<file path="src/verilog/factPkg.sv">
package factPkg;

    ////////////////////////////////////////////////////////////////////////////
    // widths and limits
    ////////////////////////////////////////////////////////////////////////////

    localparam int DataWidth    = 32;   // axi data and result
    localparam int AddrWidth    = 4;    // byte address, four word registers
    localparam int OperandWidth = 4;
    localparam int MaxOperand   = 12;   // 13! overflows 32 bits

    // register offsets, word aligned
    typedef enum logic [AddrWidth-1:0] {
        RegOperand = 4'h0,   // n, read/write
        RegControl = 4'h4,   // wr bit 0 starts, rd bit 0 is busy
        RegStatus  = 4'h8,   // done, error, busy
        RegResult  = 4'hC    // read only
    } regAddr;

    typedef enum logic [2:0] {
        StIdle,
        StLoad,
        StMul,
        StFinish
    } ctrlState;

    ////////////////////////////////////////////////////////////////////////////
    // bus and datapath bundles
    ////////////////////////////////////////////////////////////////////////////

    typedef struct packed {
        logic [AddrWidth-1:0]   awaddr;
        logic                   awvalid;
        logic [DataWidth-1:0]   wdata;
        logic [DataWidth/8-1:0] wstrb;
        logic                   wvalid;
        logic                   bready;
        logic [AddrWidth-1:0]   araddr;
        logic                   arvalid;
        logic                   rready;
    } axiLiteReq;

    typedef struct packed {
        logic                 awready;
        logic                 wready;
        logic [1:0]           bresp;
        logic                 bvalid;
        logic                 arready;
        logic [DataWidth-1:0] rdata;
        logic [1:0]           rresp;
        logic                 rvalid;
    } axiLiteRsp;

    typedef struct packed {
        logic loadOperand;   // count <= n, acc <= 1
        logic mulStep;       // acc <= acc * count, count--
    } dpCtrl;

    typedef struct packed {
        logic countAboveOne;
        logic outOfRange;    // n > MaxOperand
    } dpFlags;

endpackage
</file>
<file path="src/verilog/factAccel.sv">
module factAccel (
    input  logic               CLK,
    input  logic               RST,
    input  factPkg::axiLiteReq axiReq,
    output factPkg::axiLiteRsp axiRsp
);

    logic [factPkg::OperandWidth-1:0] operand;
    logic                             start;
    logic                             busy;
    logic                             finish;
    logic                             failed;
    factPkg::dpCtrl                   dpCtrl;
    factPkg::dpFlags                  dpFlags;
    logic [factPkg::DataWidth-1:0]    product;

    factAxiRegs uRegs (
        .CLK     (CLK),
        .RST     (RST),
        .axiReq  (axiReq),
        .axiRsp  (axiRsp),
        .operand (operand),
        .start   (start),
        .busy    (busy),
        .finish  (finish),
        .failed  (failed),
        .product (product)
    );

    factCtrl uCtrl (
        .CLK    (CLK),
        .RST    (RST),
        .start  (start),
        .flags  (dpFlags),
        .ctrl   (dpCtrl),
        .busy   (busy),
        .finish (finish),
        .failed (failed)
    );

    factDatapath uDatapath (
        .CLK     (CLK),
        .RST     (RST),
        .operand (operand),
        .ctrl    (dpCtrl),
        .flags   (dpFlags),
        .product (product)
    );

endmodule

</file>
<file path="src/verilog/factAxiRegs.sv">
module factAxiRegs (
    input  logic                                CLK,
    input  logic                                RST,
    input  factPkg::axiLiteReq                  axiReq,
    output factPkg::axiLiteRsp                  axiRsp,
    output logic [factPkg::OperandWidth-1:0]    operand,
    output logic                                start,
    input  logic                                busy,
    input  logic                                finish,
    input  logic                                failed,
    input  logic [factPkg::DataWidth-1:0]       product
);

    factPkg::regAddr                wrAddr;
    factPkg::regAddr                rdAddr;
    logic                           wrAccept;
    logic                           rdAccept;
    logic                           bvalid;
    logic                           rvalid;
    logic [factPkg::DataWidth-1:0]  rdata;
    logic [factPkg::DataWidth-1:0]  rdMux;
    logic [factPkg::DataWidth-1:0]  result;
    logic                           done;
    logic                           error;

    ////////////////////////////////////////////////////////////////////////////
    // handshakes
    ////////////////////////////////////////////////////////////////////////////

    assign wrAddr   = factPkg::regAddr'(axiReq.awaddr);
    assign rdAddr   = factPkg::regAddr'(axiReq.araddr);
    assign wrAccept = axiReq.awvalid && axiReq.wvalid && !bvalid;  // aw and w taken together
    assign rdAccept = axiReq.arvalid && !rvalid;

    // only byte 0 carries writable bits
    assign start = wrAccept && (wrAddr == factPkg::RegControl) && axiReq.wstrb[0]
                   && axiReq.wdata[0] && !busy;

    always_comb begin
        axiRsp         = '0;
        axiRsp.awready = wrAccept;
        axiRsp.wready  = wrAccept;
        axiRsp.bresp   = 2'b00;     // always okay
        axiRsp.bvalid  = bvalid;
        axiRsp.arready = rdAccept;
        axiRsp.rdata   = rdata;
        axiRsp.rresp   = 2'b00;
        axiRsp.rvalid  = rvalid;
    end

    always_ff @(posedge CLK or posedge RST) begin
        if (RST) begin
            bvalid <= 1'b0;
        end else if (wrAccept) begin
            bvalid <= 1'b1;
        end else if (axiReq.bready) begin
            bvalid <= 1'b0;
        end
    end

    always_ff @(posedge CLK or posedge RST) begin
        if (RST) begin
            rvalid <= 1'b0;
        end else if (rdAccept) begin
            rvalid <= 1'b1;
        end else if (axiReq.rready) begin
            rvalid <= 1'b0;
        end
    end

    always_ff @(posedge CLK) begin
        if (rdAccept) begin
            rdata <= rdMux;   // held until rready
        end
    end

    ////////////////////////////////////////////////////////////////////////////
    // register file
    ////////////////////////////////////////////////////////////////////////////

    always_ff @(posedge CLK or posedge RST) begin
        if (RST) begin
            operand <= '0;
        end else if (wrAccept && (wrAddr == factPkg::RegOperand) && axiReq.wstrb[0]) begin
            operand <= axiReq.wdata[factPkg::OperandWidth-1:0];
        end
    end

    // done and error clear on start, set at end of run
    always_ff @(posedge CLK or posedge RST) begin
        if (RST) begin
            done   <= 1'b0;
            error  <= 1'b0;
            result <= '0;
        end else if (start) begin
            done  <= 1'b0;
            error <= 1'b0;
        end else if (finish) begin
            done   <= 1'b1;
            error  <= failed;
            result <= failed ? '0 : product;
        end
    end

    always_comb begin
        rdMux = '0;   // unmapped and misaligned offsets
        case (rdAddr)
            factPkg::RegOperand: rdMux[factPkg::OperandWidth-1:0] = operand;
            factPkg::RegControl: rdMux[0] = busy;
            factPkg::RegStatus:  rdMux[2:0] = {busy, error, done};
            factPkg::RegResult:  rdMux = result;
            default:             rdMux = '0;
        endcase
    end

    // a write offered by the master stays up until it is taken
    assert property (@(posedge CLK) disable iff (RST)
        axiReq.awvalid && !wrAccept |=> axiReq.awvalid);

    // control unit leaves idle on every start
    assert property (@(posedge CLK) disable iff (RST) start |=> busy);

endmodule

</file>
<file path="src/verilog/factCtrl.sv">
module factCtrl (
    input  logic            CLK,
    input  logic            RST,
    input  logic            start,
    input  factPkg::dpFlags flags,
    output factPkg::dpCtrl  ctrl,
    output logic            busy,
    output logic            finish,
    output logic            failed
);

    factPkg::ctrlState state;
    factPkg::ctrlState nextState;
    logic              errSeen;   // range error caught in load

    ////////////////////////////////////////////////////////////////////////////
    // state machine
    ////////////////////////////////////////////////////////////////////////////

    always_ff @(posedge CLK or posedge RST) begin
        if (RST) begin
            state <= factPkg::StIdle;
        end else begin
            state <= nextState;
        end
    end

    always_comb begin
        nextState = state;
        case (state)
            factPkg::StIdle: begin
                if (start) begin
                    nextState = factPkg::StLoad;
                end
            end
            factPkg::StLoad: begin
                // bad n skips the multiply loop
                nextState = flags.outOfRange ? factPkg::StFinish : factPkg::StMul;
            end
            factPkg::StMul: begin
                if (!flags.countAboveOne) begin
                    nextState = factPkg::StFinish;
                end
            end
            factPkg::StFinish: nextState = factPkg::StIdle;
            default:           nextState = factPkg::StIdle;
        endcase
    end

    always_ff @(posedge CLK or posedge RST) begin
        if (RST) begin
            errSeen <= 1'b0;
        end else if (state == factPkg::StLoad) begin
            errSeen <= flags.outOfRange;
        end
    end

    // datapath strobes
    assign ctrl.loadOperand = (state == factPkg::StLoad);
    assign ctrl.mulStep     = (state == factPkg::StMul) && flags.countAboveOne;

    assign busy   = (state != factPkg::StIdle);
    assign finish = (state == factPkg::StFinish);   // single cycle
    assign failed = finish && errSeen;

    // a good run ends with the count spent
    assert property (@(posedge CLK) disable iff (RST)
        finish && !failed |-> !flags.countAboveOne);

    // a legal n ends the multiply loop within MaxOperand steps
    assert property (@(posedge CLK) disable iff (RST)
        ctrl.loadOperand && !flags.outOfRange
        |=> ##[0:factPkg::MaxOperand] !flags.countAboveOne);

endmodule

</file>
<file path="src/verilog/factDatapath.sv">
module factDatapath (
    input  logic                                CLK,
    input  logic                                RST,
    input  logic [factPkg::OperandWidth-1:0]    operand,
    input  factPkg::dpCtrl                      ctrl,
    output factPkg::dpFlags                     flags,
    output logic [factPkg::DataWidth-1:0]       product
);

    logic [factPkg::OperandWidth-1:0] count;   // multiplies down from n
    logic [factPkg::DataWidth-1:0]    acc;
    logic [factPkg::DataWidth-1:0]    countWide;
    logic [factPkg::DataWidth-1:0]    mulOut;

    ////////////////////////////////////////////////////////////////////////////
    // multiplier and registers
    ////////////////////////////////////////////////////////////////////////////

    assign countWide = {{(factPkg::DataWidth - factPkg::OperandWidth){1'b0}}, count};
    assign mulOut    = acc * countWide;   // low 32 bits, exact for n <= 12

    always_ff @(posedge CLK or posedge RST) begin
        if (RST) begin
            count <= '0;
            acc   <= '0;
        end else if (ctrl.loadOperand) begin
            count <= operand;
            acc   <= {{(factPkg::DataWidth - 1){1'b0}}, 1'b1};   // 0! and 1! stay 1
        end else if (ctrl.mulStep) begin
            acc   <= mulOut;
            count <= count - 1'b1;
        end
    end

    ////////////////////////////////////////////////////////////////////////////
    // flags
    ////////////////////////////////////////////////////////////////////////////

    // end of count
    assign flags.countAboveOne = (count > factPkg::OperandWidth'(1));

    // operand register upstream holds n steady through the load
    assign flags.outOfRange = (operand > factPkg::OperandWidth'(factPkg::MaxOperand));

    assign product = acc;

endmodule

</file>
<file path="config.mk">
export PLATFORM = sky130hd
export DESIGN_NAME = factAccel
export DESIGN_NICKNAME = d
export VERILOG_FILES = /design/src/verilog/factPkg.sv /design/src/verilog/factAccel.sv /design/src/verilog/factAxiRegs.sv /design/src/verilog/factCtrl.sv /design/src/verilog/factDatapath.sv
export SDC_FILE = /design/constraint.sdc
export NUM_CORES = 1
export LEC_CHECK = 0
export BUFFER_PORTS_ARGS = -buffer_cell sky130_fd_sc_hd__buf_2
export CORE_UTILIZATION = 45
export CTS_BUF_LIST = sky130_fd_sc_hd__clkbuf_16
export DETAILED_ROUTE_END_ITERATION = 12
export PLACE_DENSITY = 0.68
export SYNTH_ARGS = -nofsm -noshare
export SYNTH_HDL_FRONTEND = slang
export SYNTH_SLANG_ARGS = --single-unit
</file>
<file path="constraint.sdc">
create_clock -name CLK -period 4.3 [get_ports CLK]
set_clock_uncertainty 0.2 [all_clocks]
set_input_delay 0 -clock CLK [delete_from_list [all_inputs] [get_ports CLK]]
set_output_delay 0 -clock CLK [all_outputs]
set_load 0.02 [all_outputs]
</file>
## Word level (Yosys, flattened, before mapping)

Index checks and enable logic that the tools add are counted.

- Bits in registers: 112
- Output and inout bits: 41
- Bits of input ports: 51
- Logic and storage cells: 70

- Multiply operators: 1
- Bitwise operators: 1
- Muxes and demuxes: 20
- Magnitude comparators: 2
- Equal/unequal tests: 9
- Reduce and logical (&&, ||, !) cells: 24
- Add/sub/neg operators: 1

Operators by type and width:

| cell | number |
|---|---|
| 32-bit two-way mux | 3 |
| 32-bit by 4-bit multiplier with 32-bit output | 1 |
| 1-bit logical AND | 11 |
| 1-bit two-way mux | 9 |
| 3-bit case mux with 3 select lines | 1 |
| 4-bit by 3-bit equality test with 1-bit output, second input constant | 2 |
| 4-bit equality test, second input constant | 2 |
| 4-bit logical NOT | 2 |
| 4-bit two-way mux | 2 |
| 2-bit nonzero test | 4 |
| 3-bit by 2-bit equality test with 1-bit output, second input constant | 2 |
| 3-bit two-way mux | 2 |
| 2-bit case mux with 3 select lines | 1 |
| 4-bit by 1-bit > comparator with 1-bit output, second input constant | 1 |
| 4-bit > comparator, second input constant | 1 |
| 2-bit inequality test, second input constant | 2 |
| 1-bit case mux with 4 select lines | 1 |
| 2-bit AND reduction | 2 |
| 4-bit by 1-bit subtractor with 4-bit output, second input constant | 1 |
| 3-bit by 1-bit equality test with 1-bit output, second input constant | 1 |
| 1-bit logical NOT | 3 |
| 3-bit logical NOT | 1 |
| 3-bit nonzero test | 1 |
| 1-bit case mux with 2 select lines | 1 |
| 1-bit inverter | 1 |

## Longest topological paths before layout

Gate-level depths: netlist of the first run.

- Word-level depth: 8
- Gate-level depth with buffers: 16
- Gate-level depth less buffers: 13

## Modules after synthesis

Synthesis of the first run repeated with hierarchy kept, for this count alone.

- Cells, all modules: 939
- Area total of the unflattened synthesis: 9123.8 µm²

Modules (own cells, without submodules):

| module | sequential area each (µm²) | cells an instance | times used | area each (µm²) |
|---|---|---|---|---|
| factDatapath | 900.9 | 701 | 1 | 5656.7 |
| factAxiRegs | 1961.9 | 217 | 1 | 3241.9 |
| factCtrl | 75.1 | 21 | 1 | 225.2 |

## Worst setup path after synthesis of the first run

OpenSTA, ideal clock, no wires.

- Path kind: register -> register
- Start point: register uDatapath.count[3] in the netlist's numbering
- End point: register uDatapath.acc, in the netlist uDatapath.product[26]
- Data arrival time: 3.970 ns
- Cell stages (with the launch flop): 15
- Buffers on the path: 2
- Data required time: 4.013 ns
- Clock period less this slack: 4.256 ns
- Setup slack: 0.044 ns
- Library setup time: 0.087 ns
- Path through: dfrtp_1 > clkbuf_1 > clkbuf_1 > nand2_1 > fa_1 > fa_1 > inv_1 > fa_1 > a21oi_1 > o211ai_2 > a2111oi_4 > nor3_2 > or2_0 > a311o_1 > o211ai_1

- Longest elaborated chain between the ends: 3
- Elaborated cells on any way between the ends: 6
- Those cells by class: mul: 1; order compare: 1; mux: 2; reduce/logical: 2

RTL lines:

| what | RTL line | source |
|---|---|---|
| from (decl) | factDatapath.sv:10 | `logic [factPkg::OperandWidth-1:0] count;` |
| from (signal assigned) | factDatapath.sv:27 | `count <= operand;` |
| from (signal assigned) | factDatapath.sv:31 | `count <= count - 1'b1;` |
| 32-bit by 4-bit multiplier with 32-bit output / 4-bit by 1-bit > comparator with 1-bit output (equally long branches) | factDatapath.sv:20, factDatapath.sv:40 |  |
| 32-bit two-way mux / 1-bit logical AND (equally long branches) | factDatapath.sv:29, factCtrl.sv:60 |  |
| 32-bit two-way mux / 2-bit nonzero test (equally long branches) | n/a |  |
| to (signal assigned) | factDatapath.sv:28 | `acc <= {{(factPkg::DataWidth - 1){1'b0}}, 1'b1};` |
| to (signal assigned) | factDatapath.sv:30 | `acc <= mulOut;` |
| to (decl) | factDatapath.sv:11 | `logic [factPkg::DataWidth-1:0] acc;` |

Parallel ways exist; a longest one is shown, timed or not. The select of a mux whose other input is x is not followed.
A chain may end at the register's enable or synchronous reset.

## Final worst setup path of the first run

- Start point: register uDatapath.count[2] in the netlist's numbering
- End point: register uDatapath.acc, in the netlist uDatapath.product[29]

The elaborated chain is that of the path after synthesis.

==> parameters.txt, run 1 <==
Parameter                              Value

Worst hold path
  Worst Hold Path EP ... uRegs.rdata[2]
  Worst hold path cell count ... 5
  Hold path start ... axiReq[4]
  Worst hold path class ... input pin to register

Logic synthesis
  Async S/R FF share, synth ... 71.2%
  Register bit total from synthesis ... 111
  Top FF cell, synth ... sky130_fd_sc_hd__dfrtp_1
  Post-synthesis instance area ... 8650 µm²
  Gate count of the mapped netlist ... 972
  Most area-consuming cells after synthesis ... sky130_fd_sc_hd__dfrtp_1, sky130_fd_sc_hd__fa_1, sky130_fd_sc_hd__edfxtp_1
  Sequential-to-total area share from yosys stat ... 34.0%
  Top-area cell type share of the netlist area ... 22.9%
  Number of flops mapped to enable cells by yosys ... 32
  Dominant cell by count in the synthesized netlist ... sky130_fd_sc_hd__inv_1
  Netlist cell types ... 72
  Mean post-synth cell area ... 8.90 µm²
  Top cell types by occurrence after synthesis ... sky130_fd_sc_hd__inv_1, sky130_fd_sc_hd__nand2_1, sky130_fd_sc_hd__and2_1
  Biggest area consumer among synthesized cells ... sky130_fd_sc_hd__dfrtp_1
  Warning count from the yosys run ... 0

Critical path
  WP data arrival ... 4.29 ns
  FF-to-FF setup slack ... 0.06 ns
  Element type at the critical path end ... register
  Data required, critical path ... 4.35 ns
  Launching element type of the critical path ... register
  Setup CP Type ... register to register
  Startpoint of the worst register-to-register path ... uDatapath.count[2]
  Depth of the most critical reg-to-reg path ... 14
  Capture point of the worst reg-to-reg path ... uDatapath.product[29]
  Maximum net fanout on the critical path ... 10

Route
  Average detailed-routed wire length per instance ... 15.6 µm
  Via count normalized by instance count ... 5.33
  Total number of vias ... 6890
  Routed wire length ... 20200 µm
  Total iterations of the first detailed-routing run ... 5
  Violation count after the first detailed-routing iteration ... 360
  Residual antenna-violating net count after detailed routing ... 0
  Drt drc ... 0

GRT
  Initial antenna violation count ... 0
  Via count of the first global-routing pass ... 6656
  Largest net degree at the start of global routing ... 46
  Total routing usage reported by global routing ... 21.4%
  Remaining global-route overflow ... 0
  Global-route wire length before repair ... 34000 µm

CTS
  Number of levels the H-tree was split into ... 3
  CTS tree ... built
  Clock slew at the register clock pins of the worst setup and hold paths ... 0.09 ns
  Clock tree buffer depth ... 2
  Worst skew pair latency ... 0.37 ns
  CTS sink cnt ... 111
  Number of buffers added by the clock tree synthesis step ... 9
  Clock root cell ... sky130_fd_sc_hd__clkbuf_16

Placement
  Hpwl dp ... 14400 µm
  Dpl cells ... 1255
  Count of buffers inserted at the top-level ports ... 56
  Routability congestion estimate ... 0.863
  Instance area at placement ... 9400 µm²

Die
  Die width ... 141 µm
  Die area ... 19800 µm²
  Effective utilization at floorplan ... 46.1%
  Vert. Die Dim ... 141 µm
  Ports ... 92
  Area of the core region ... 18800 µm²
  Rows ... 50

Timing
  Highest attainable clock frequency ... 236 MHz
  Final Cycle Share ... 98.6%
  Hold Fails Final Rpt ... 0
  Worst slew margin relative to its limit ... 22.6%
  Transition time at the pin with the least slew margin ... 1.16 ns
  Final setup vio count ... 0
  Hold_ws ... 0.0293 ns
  Period minus WS final ... 4.24 ns
  Setup repair after global routing missed its margin ... true
  Slew Limit Fails ... 0

Cells and area
  Post-layout util ... 54.0%
  Final cell count without fillers ... 1293
  Final design area excluding fillers ... 10100 µm²
  Layout Nets ... 1200
  Number of diodes added for antenna fixing ... 0
  Share of layout cells above drive strength 1 ... 17.6%
  Layout overhead on the synthesized area ... 17.2%

Power and ir drop
  Power per Cell Area ... 462 nW/µm²
  Worst IR Drop VDD ... 0.000282 V
  Leakage power figure ... 4.64 nW

Outcome
  Result of the run ... complete, no violations

Run
  MaxCap Viol Count ... 0
[cell families after synthesis]
kind of cell               share of synthesized area (%)
other                                             0.0434
buffers and inverters                               10.2
adders and majority gates                           18.7
and+or+nand+nor                                     19.7
AOI/OAI and AO/OA                                   14.0
DFF                                                 34.0
muxes                                               1.16
xor gates and xnor gates                            2.23
[how the worst max path moves through the flow]
stage                            start                    end  slack [ns]  cells after the start
finish              uDatapath.count[2]  uDatapath.product[29]        0.06                     14
global route        uDatapath.count[3]  uDatapath.product[29]       -0.04                     14
CTS                 uDatapath.count[3]  uDatapath.product[29]       -0.01                     14
detailed placement  uDatapath.count[3]  uDatapath.product[31]      -0.005                     14
global placement    uDatapath.count[3]  uDatapath.product[24]        0.06                     14
floorplan           uDatapath.count[3]  uDatapath.product[26]        0.04                     14
[timing repair]
action | 4_1_cts | 5_1_grt
setup buffers | 0 | 6
resized for setup | 1 | 37
pin swaps | 0 | 18
hold endpoints to repair | 54 | 0
setup endpoints to repair | 1 | 12
hold buffers | 16 | 0
[where the power goes]
group | leakage [nW] | internal [mW] | total [mW] | switching (mW)
logic | 3.13 | 0.864 | 2.25 | 1.39
registers | 1.37 | 1.33 | 1.59 | 0.256
clock network | 0.141 | 0.408 | 0.840 | 0.432
total | 4.64 | 2.61 | 4.68 | 2.07
[cell usage in the layout (no fill, tap or decap), types with 5 or more instances in the layout]
| master | count |
|---|---|
| sky130_fd_sc_hd__a211oi_1 | 8 |
| sky130_fd_sc_hd__a21o_1 | 13 |
| sky130_fd_sc_hd__a21oi_1 | 42 |
| sky130_fd_sc_hd__and2_1 | 85 |
| sky130_fd_sc_hd__and3_1 | 5 |
| sky130_fd_sc_hd__buf_2 | 56 |
| sky130_fd_sc_hd__buf_4 | 54 |
| sky130_fd_sc_hd__buf_6 | 5 |
| sky130_fd_sc_hd__clkbuf_16 | 9 |
| sky130_fd_sc_hd__dfrtp_1 | 78 |
| sky130_fd_sc_hd__dlygate4sd3_1 | 16 |
| sky130_fd_sc_hd__edfxtp_1 | 32 |
| sky130_fd_sc_hd__fa_1 | 56 |
| sky130_fd_sc_hd__ha_1 | 27 |
| sky130_fd_sc_hd__ha_4 | 10 |
| sky130_fd_sc_hd__inv_1 | 157 |
| sky130_fd_sc_hd__mux2_2 | 6 |
| sky130_fd_sc_hd__nand2_1 | 117 |
| sky130_fd_sc_hd__nand3_1 | 25 |
| sky130_fd_sc_hd__nor2_1 | 24 |
| sky130_fd_sc_hd__nor3_1 | 8 |
| sky130_fd_sc_hd__nor4_1 | 31 |
| sky130_fd_sc_hd__o211ai_1 | 9 |
| sky130_fd_sc_hd__o21ai_0 | 52 |
| sky130_fd_sc_hd__o21bai_1 | 6 |
| sky130_fd_sc_hd__or3_1 | 5 |
| sky130_fd_sc_hd__xnor2_1 | 16 |
| sky130_fd_sc_hd__xor2_1 | 6 |
[final cells by class]
cell class | count | area [µm²]
inverters | 159 | 598
fillers | 1704 | 8630
multi-input cells | 640 | 5070
well taps | 234 | 293
clock buffers | 9 | 225
repair buffers | 133 | 942
clock inverters | 7 | 66.3
flip-flops and latches | 111 | 2940
[per-layer routing]
metal / part of all wire, % / routed length, µm / track usage, % / vias up
met5: 0 / 0 / 0 / -
met4: 1.2 / 235 / 5.84 / 0
met3: 3.6 / 721 / 1.49 / 16
met2: 46 / 9350 / 35.0 / 160
met1: 49 / 9900 / 30.9 / 3360
li1: - / - / - / 3354
[worst max-delay path, cell delays in order, from the launching register on]
cell,delay (ns)
sky130_fd_sc_hd__dfrtp_1,0.44
sky130_fd_sc_hd__buf_6,0.16
sky130_fd_sc_hd__buf_6,0.14
sky130_fd_sc_hd__and2_1,0.15
sky130_fd_sc_hd__fa_1,0.50
sky130_fd_sc_hd__inv_1,0.06
sky130_fd_sc_hd__fa_1,0.54
sky130_fd_sc_hd__inv_1,0.05
sky130_fd_sc_hd__ha_1,0.31
sky130_fd_sc_hd__nand2_2,0.07
sky130_fd_sc_hd__or4_4,0.51
sky130_fd_sc_hd__a21o_4,0.24
sky130_fd_sc_hd__a211oi_4,0.32
sky130_fd_sc_hd__o211ai_1,0.15
sky130_fd_sc_hd__a211o_1,0.31
[registers in the layout, indices dropped and copies added (netlist names), 2 cells and up]
register,flops
uDatapath.product,32
uRegs.rdata,32
uRegs.result,32
uDatapath.count,4
uRegs.operand,4
uCtrl.state,2
[stage by stage]
| stage | setup TNS [ns] | total power [mW] | setup WS, ns |
|---|---|---|---|
| floorplan | 0 | 2.95 | 0.0438 |
| global placement | 0 | 3.67 | 0.0645 |
| detailed placement | -0.00532 | 3.70 | -0.00532 |
| CTS | -0.0120 | 4.57 | -0.0120 |
| global route | -0.0876 | 5.03 | -0.0442 |
| finish | 0 | 4.68 | 0.0593 |
Power figures use the tool's default switching activity.
==> inputs of run 2 (changes only) <==
CELL_PAD_IN_SITES_DETAIL_PLACEMENT = 0   (was unset)
CELL_PAD_IN_SITES_GLOBAL_PLACEMENT = 1   (was unset)
PLACE_DENSITY = 0.82   (was 0.68)
clock period = 5.1 ns   (was 4.3 ns; I/O delays follow)
==> run 2 against run 1 <==
Compared with the run above:
- sequential power shrank 13%
- critical path depth is the same
- cell area shrank 6.3%
- worst hold slack gained 0.0057 ns
- combinational power shrank 29%
- clock-buffer cell count is the same
- sequential cell count is the same
- utilization shrank 3.4 points
- worst setup slack gained 0.48 ns
- total power shrank 22%
- highest routed layer unchanged
==> parameters.txt, run 2 (same netlist as run 1, synthesis figures left out) <==
Parameter                              Value

Worst hold path
  Worst hold path class ... input pin to register
  Worst Hold Path EP ... uRegs.rdata[2]
  Hold path start ... axiReq[4]
  Worst hold path cell count ... 5

Cells and area
  Layout overhead on the synthesized area ... 9.84%
  Layout Nets ... 1151
  Most common cell after layout, fill and taps aside ... sky130_fd_sc_hd__inv_1
  Final design area excluding fillers ... 9500 µm²
  Layout fillers ... 1737
  Post-layout util ... 50.6%
  Top library cells by usage in the layout, fill and taps aside ... sky130_fd_sc_hd__inv_1, sky130_fd_sc_hd__nand2_1, sky130_fd_sc_hd__and2_1
  Share of layout cells above drive strength 1 ... 10.9%
  Number of diodes added for antenna fixing ... 0

CTS
  Number of buffers added by the clock tree synthesis step ... 9
  Clock tree buffer depth ... 2
  CTS sink cnt ... 111
  Clock root cell ... sky130_fd_sc_hd__clkbuf_16
  Clock slew at the register clock pins of the worst setup and hold paths ... 0.08 ns
  Number of levels the H-tree was split into ... 3
  Post-CTS Resized ... 0
  CTS tree ... built
  Worst skew pair latency ... 0.36 ns

GRT
  Remaining global-route overflow ... 0
  Global-route wire length before repair ... 33700 µm
  Initial antenna violation count ... 0
  Total routing usage reported by global routing ... 21.5%
  Largest net degree at the start of global routing ... 80
  Via count of the first global-routing pass ... 6607

Power and ir drop
  Leakage power figure ... 4.36 nW
  Worst IR Drop VDD ... 0.000204 V
  Power per Cell Area ... 387 nW/µm²

Route
  Drt drc ... 0
  Violation count after the first detailed-routing iteration ... 372
  Total iterations of the first detailed-routing run ... 4
  Average detailed-routed wire length per instance ... 15.8 µm
  Total number of vias ... 6722
  Routed wire length ... 19600 µm
  Via count normalized by instance count ... 5.40
  Residual antenna-violating net count after detailed routing ... 0

Die
  Area of the core region ... 18800 µm²
  Die width ... 141 µm
  Die area ... 19800 µm²
  Ports ... 92
  Effective utilization at floorplan ... 46.1%
  Vert. Die Dim ... 141 µm
  Rows ... 50

Critical path
  Maximum net fanout on the critical path ... 23
  Launching element type of the critical path ... register
  Data required, critical path ... 5.19 ns
  WP data arrival ... 4.65 ns
  FF-to-FF setup slack ... 0.54 ns
  Setup CP Type ... register to register
  Startpoint of the worst register-to-register path ... uDatapath.count[2]
  Element type at the critical path end ... register
  Capture point of the worst reg-to-reg path ... uDatapath.product[30]
  Depth of the most critical reg-to-reg path ... 14

Timing
  Hold Fails Final Rpt ... 0
  Final setup vio count ... 0
  Post-route setup slack ... 0.538 ns
  Setup TNS ... 0 ns
  Final Cycle Share ... 89.5%
  Transition time at the pin with the least slew margin ... 1.12 ns
  Highest attainable clock frequency ... 219 MHz
  Period minus WS final ... 4.56 ns
  Setup repair after global routing missed its margin ... false
  Slew Limit Fails ... 0
  Worst slew margin relative to its limit ... 24.8%

Run
  MaxCap Viol Count ... 0

Outcome
  Result of the run ... complete, no violations

Placement
  Instance area at placement ... 9060 µm²
  Routability congestion estimate ... 0.821
  Count of buffers inserted at the top-level ports ... 56
  Hpwl dp ... 14000 µm
  Worst slack at placement ... 0.562 ns
## run 2: changes by cell type in the layout (fill, tap and decap cells not counted), sizes merged
cell / before / now
clkinv: 4 / 2
clkinvlp: 1 / 2
buf: 117 / 68
inv: 161 / 162
## run 2: power by group
part,internal (mW),switching [mW]
clock network,0.339,0.357
registers,1.12,0.261
logic,0.550,1.04
## run 2: worst max-delay path by stage
stage                       start                    end  depth (start not counted)
6_report       uDatapath.count[2]  uDatapath.product[30]                         14
5_1_grt        uDatapath.count[2]  uDatapath.product[24]                         14
4_1_cts        uDatapath.count[2]  uDatapath.product[30]                         14
3_5_place_dp   uDatapath.count[2]  uDatapath.product[30]                         14
3_3_place_gp   uDatapath.count[2]  uDatapath.product[26]                         14
2_1_floorplan  uDatapath.count[3]  uDatapath.product[26]                         14
## run 2: layout make-up
| class | instances | area [µm²] | share of cell area (%) |
|---|---|---|---|
| inverters | 159 | 598 | 6.30 |
| well taps | 234 | 293 | 3.08 |
| repair buffers | 84 | 531 | 5.59 |
| clock buffers | 9 | 225 | 2.37 |
| flip-flops and latches | 111 | 2940 | 30.9 |
| multi-input cells | 640 | 4860 | 51.1 |
| clock inverters | 7 | 56.3 | 0.593 |
## run 2: through the flow
step           hold WS [ns]  cells  total power, mW
2_1_floorplan        -0.111    975             2.49
3_3_place_gp        -0.0224   1212             2.95
5_1_grt               0.113   1244             3.97
6_report             0.0350   1244             3.67
3_5_place_dp        -0.0184   1212             2.97
4_1_cts              0.0270   1244             3.69
## run 2: routing by layer
layer	wire length, µm	share of wire (%)	global-route usage [%]
met1	9590	49	31.0
met2	9030	46	34.3
met3	706	3.6	2.24
met4	283	1.4	6.35
met5	0	0	0
## run 2: timing repair
| action | in CTS | in global routing |
|---|---|---|
| hold buffers | 16 | 0 |
| buffers inserted | 0 | 0 |
| hold endpoints to repair | 89 | 0 |
## run 2: worst max-delay path: stages (launching register included)
cell,delay (ns)
sky130_fd_sc_hd__dfrtp_1,0.52
sky130_fd_sc_hd__buf_4,0.28
sky130_fd_sc_hd__and2_1,0.18
sky130_fd_sc_hd__fa_1,0.50
sky130_fd_sc_hd__inv_1,0.05
sky130_fd_sc_hd__fa_1,0.53
sky130_fd_sc_hd__inv_1,0.04
sky130_fd_sc_hd__ha_1,0.38
sky130_fd_sc_hd__a21oi_1,0.31
sky130_fd_sc_hd__nand2_1,0.16
sky130_fd_sc_hd__a2111oi_4,0.49
sky130_fd_sc_hd__nor3_2,0.13
sky130_fd_sc_hd__o211ai_1,0.25
sky130_fd_sc_hd__or3b_1,0.37
sky130_fd_sc_hd__o211ai_1,0.09
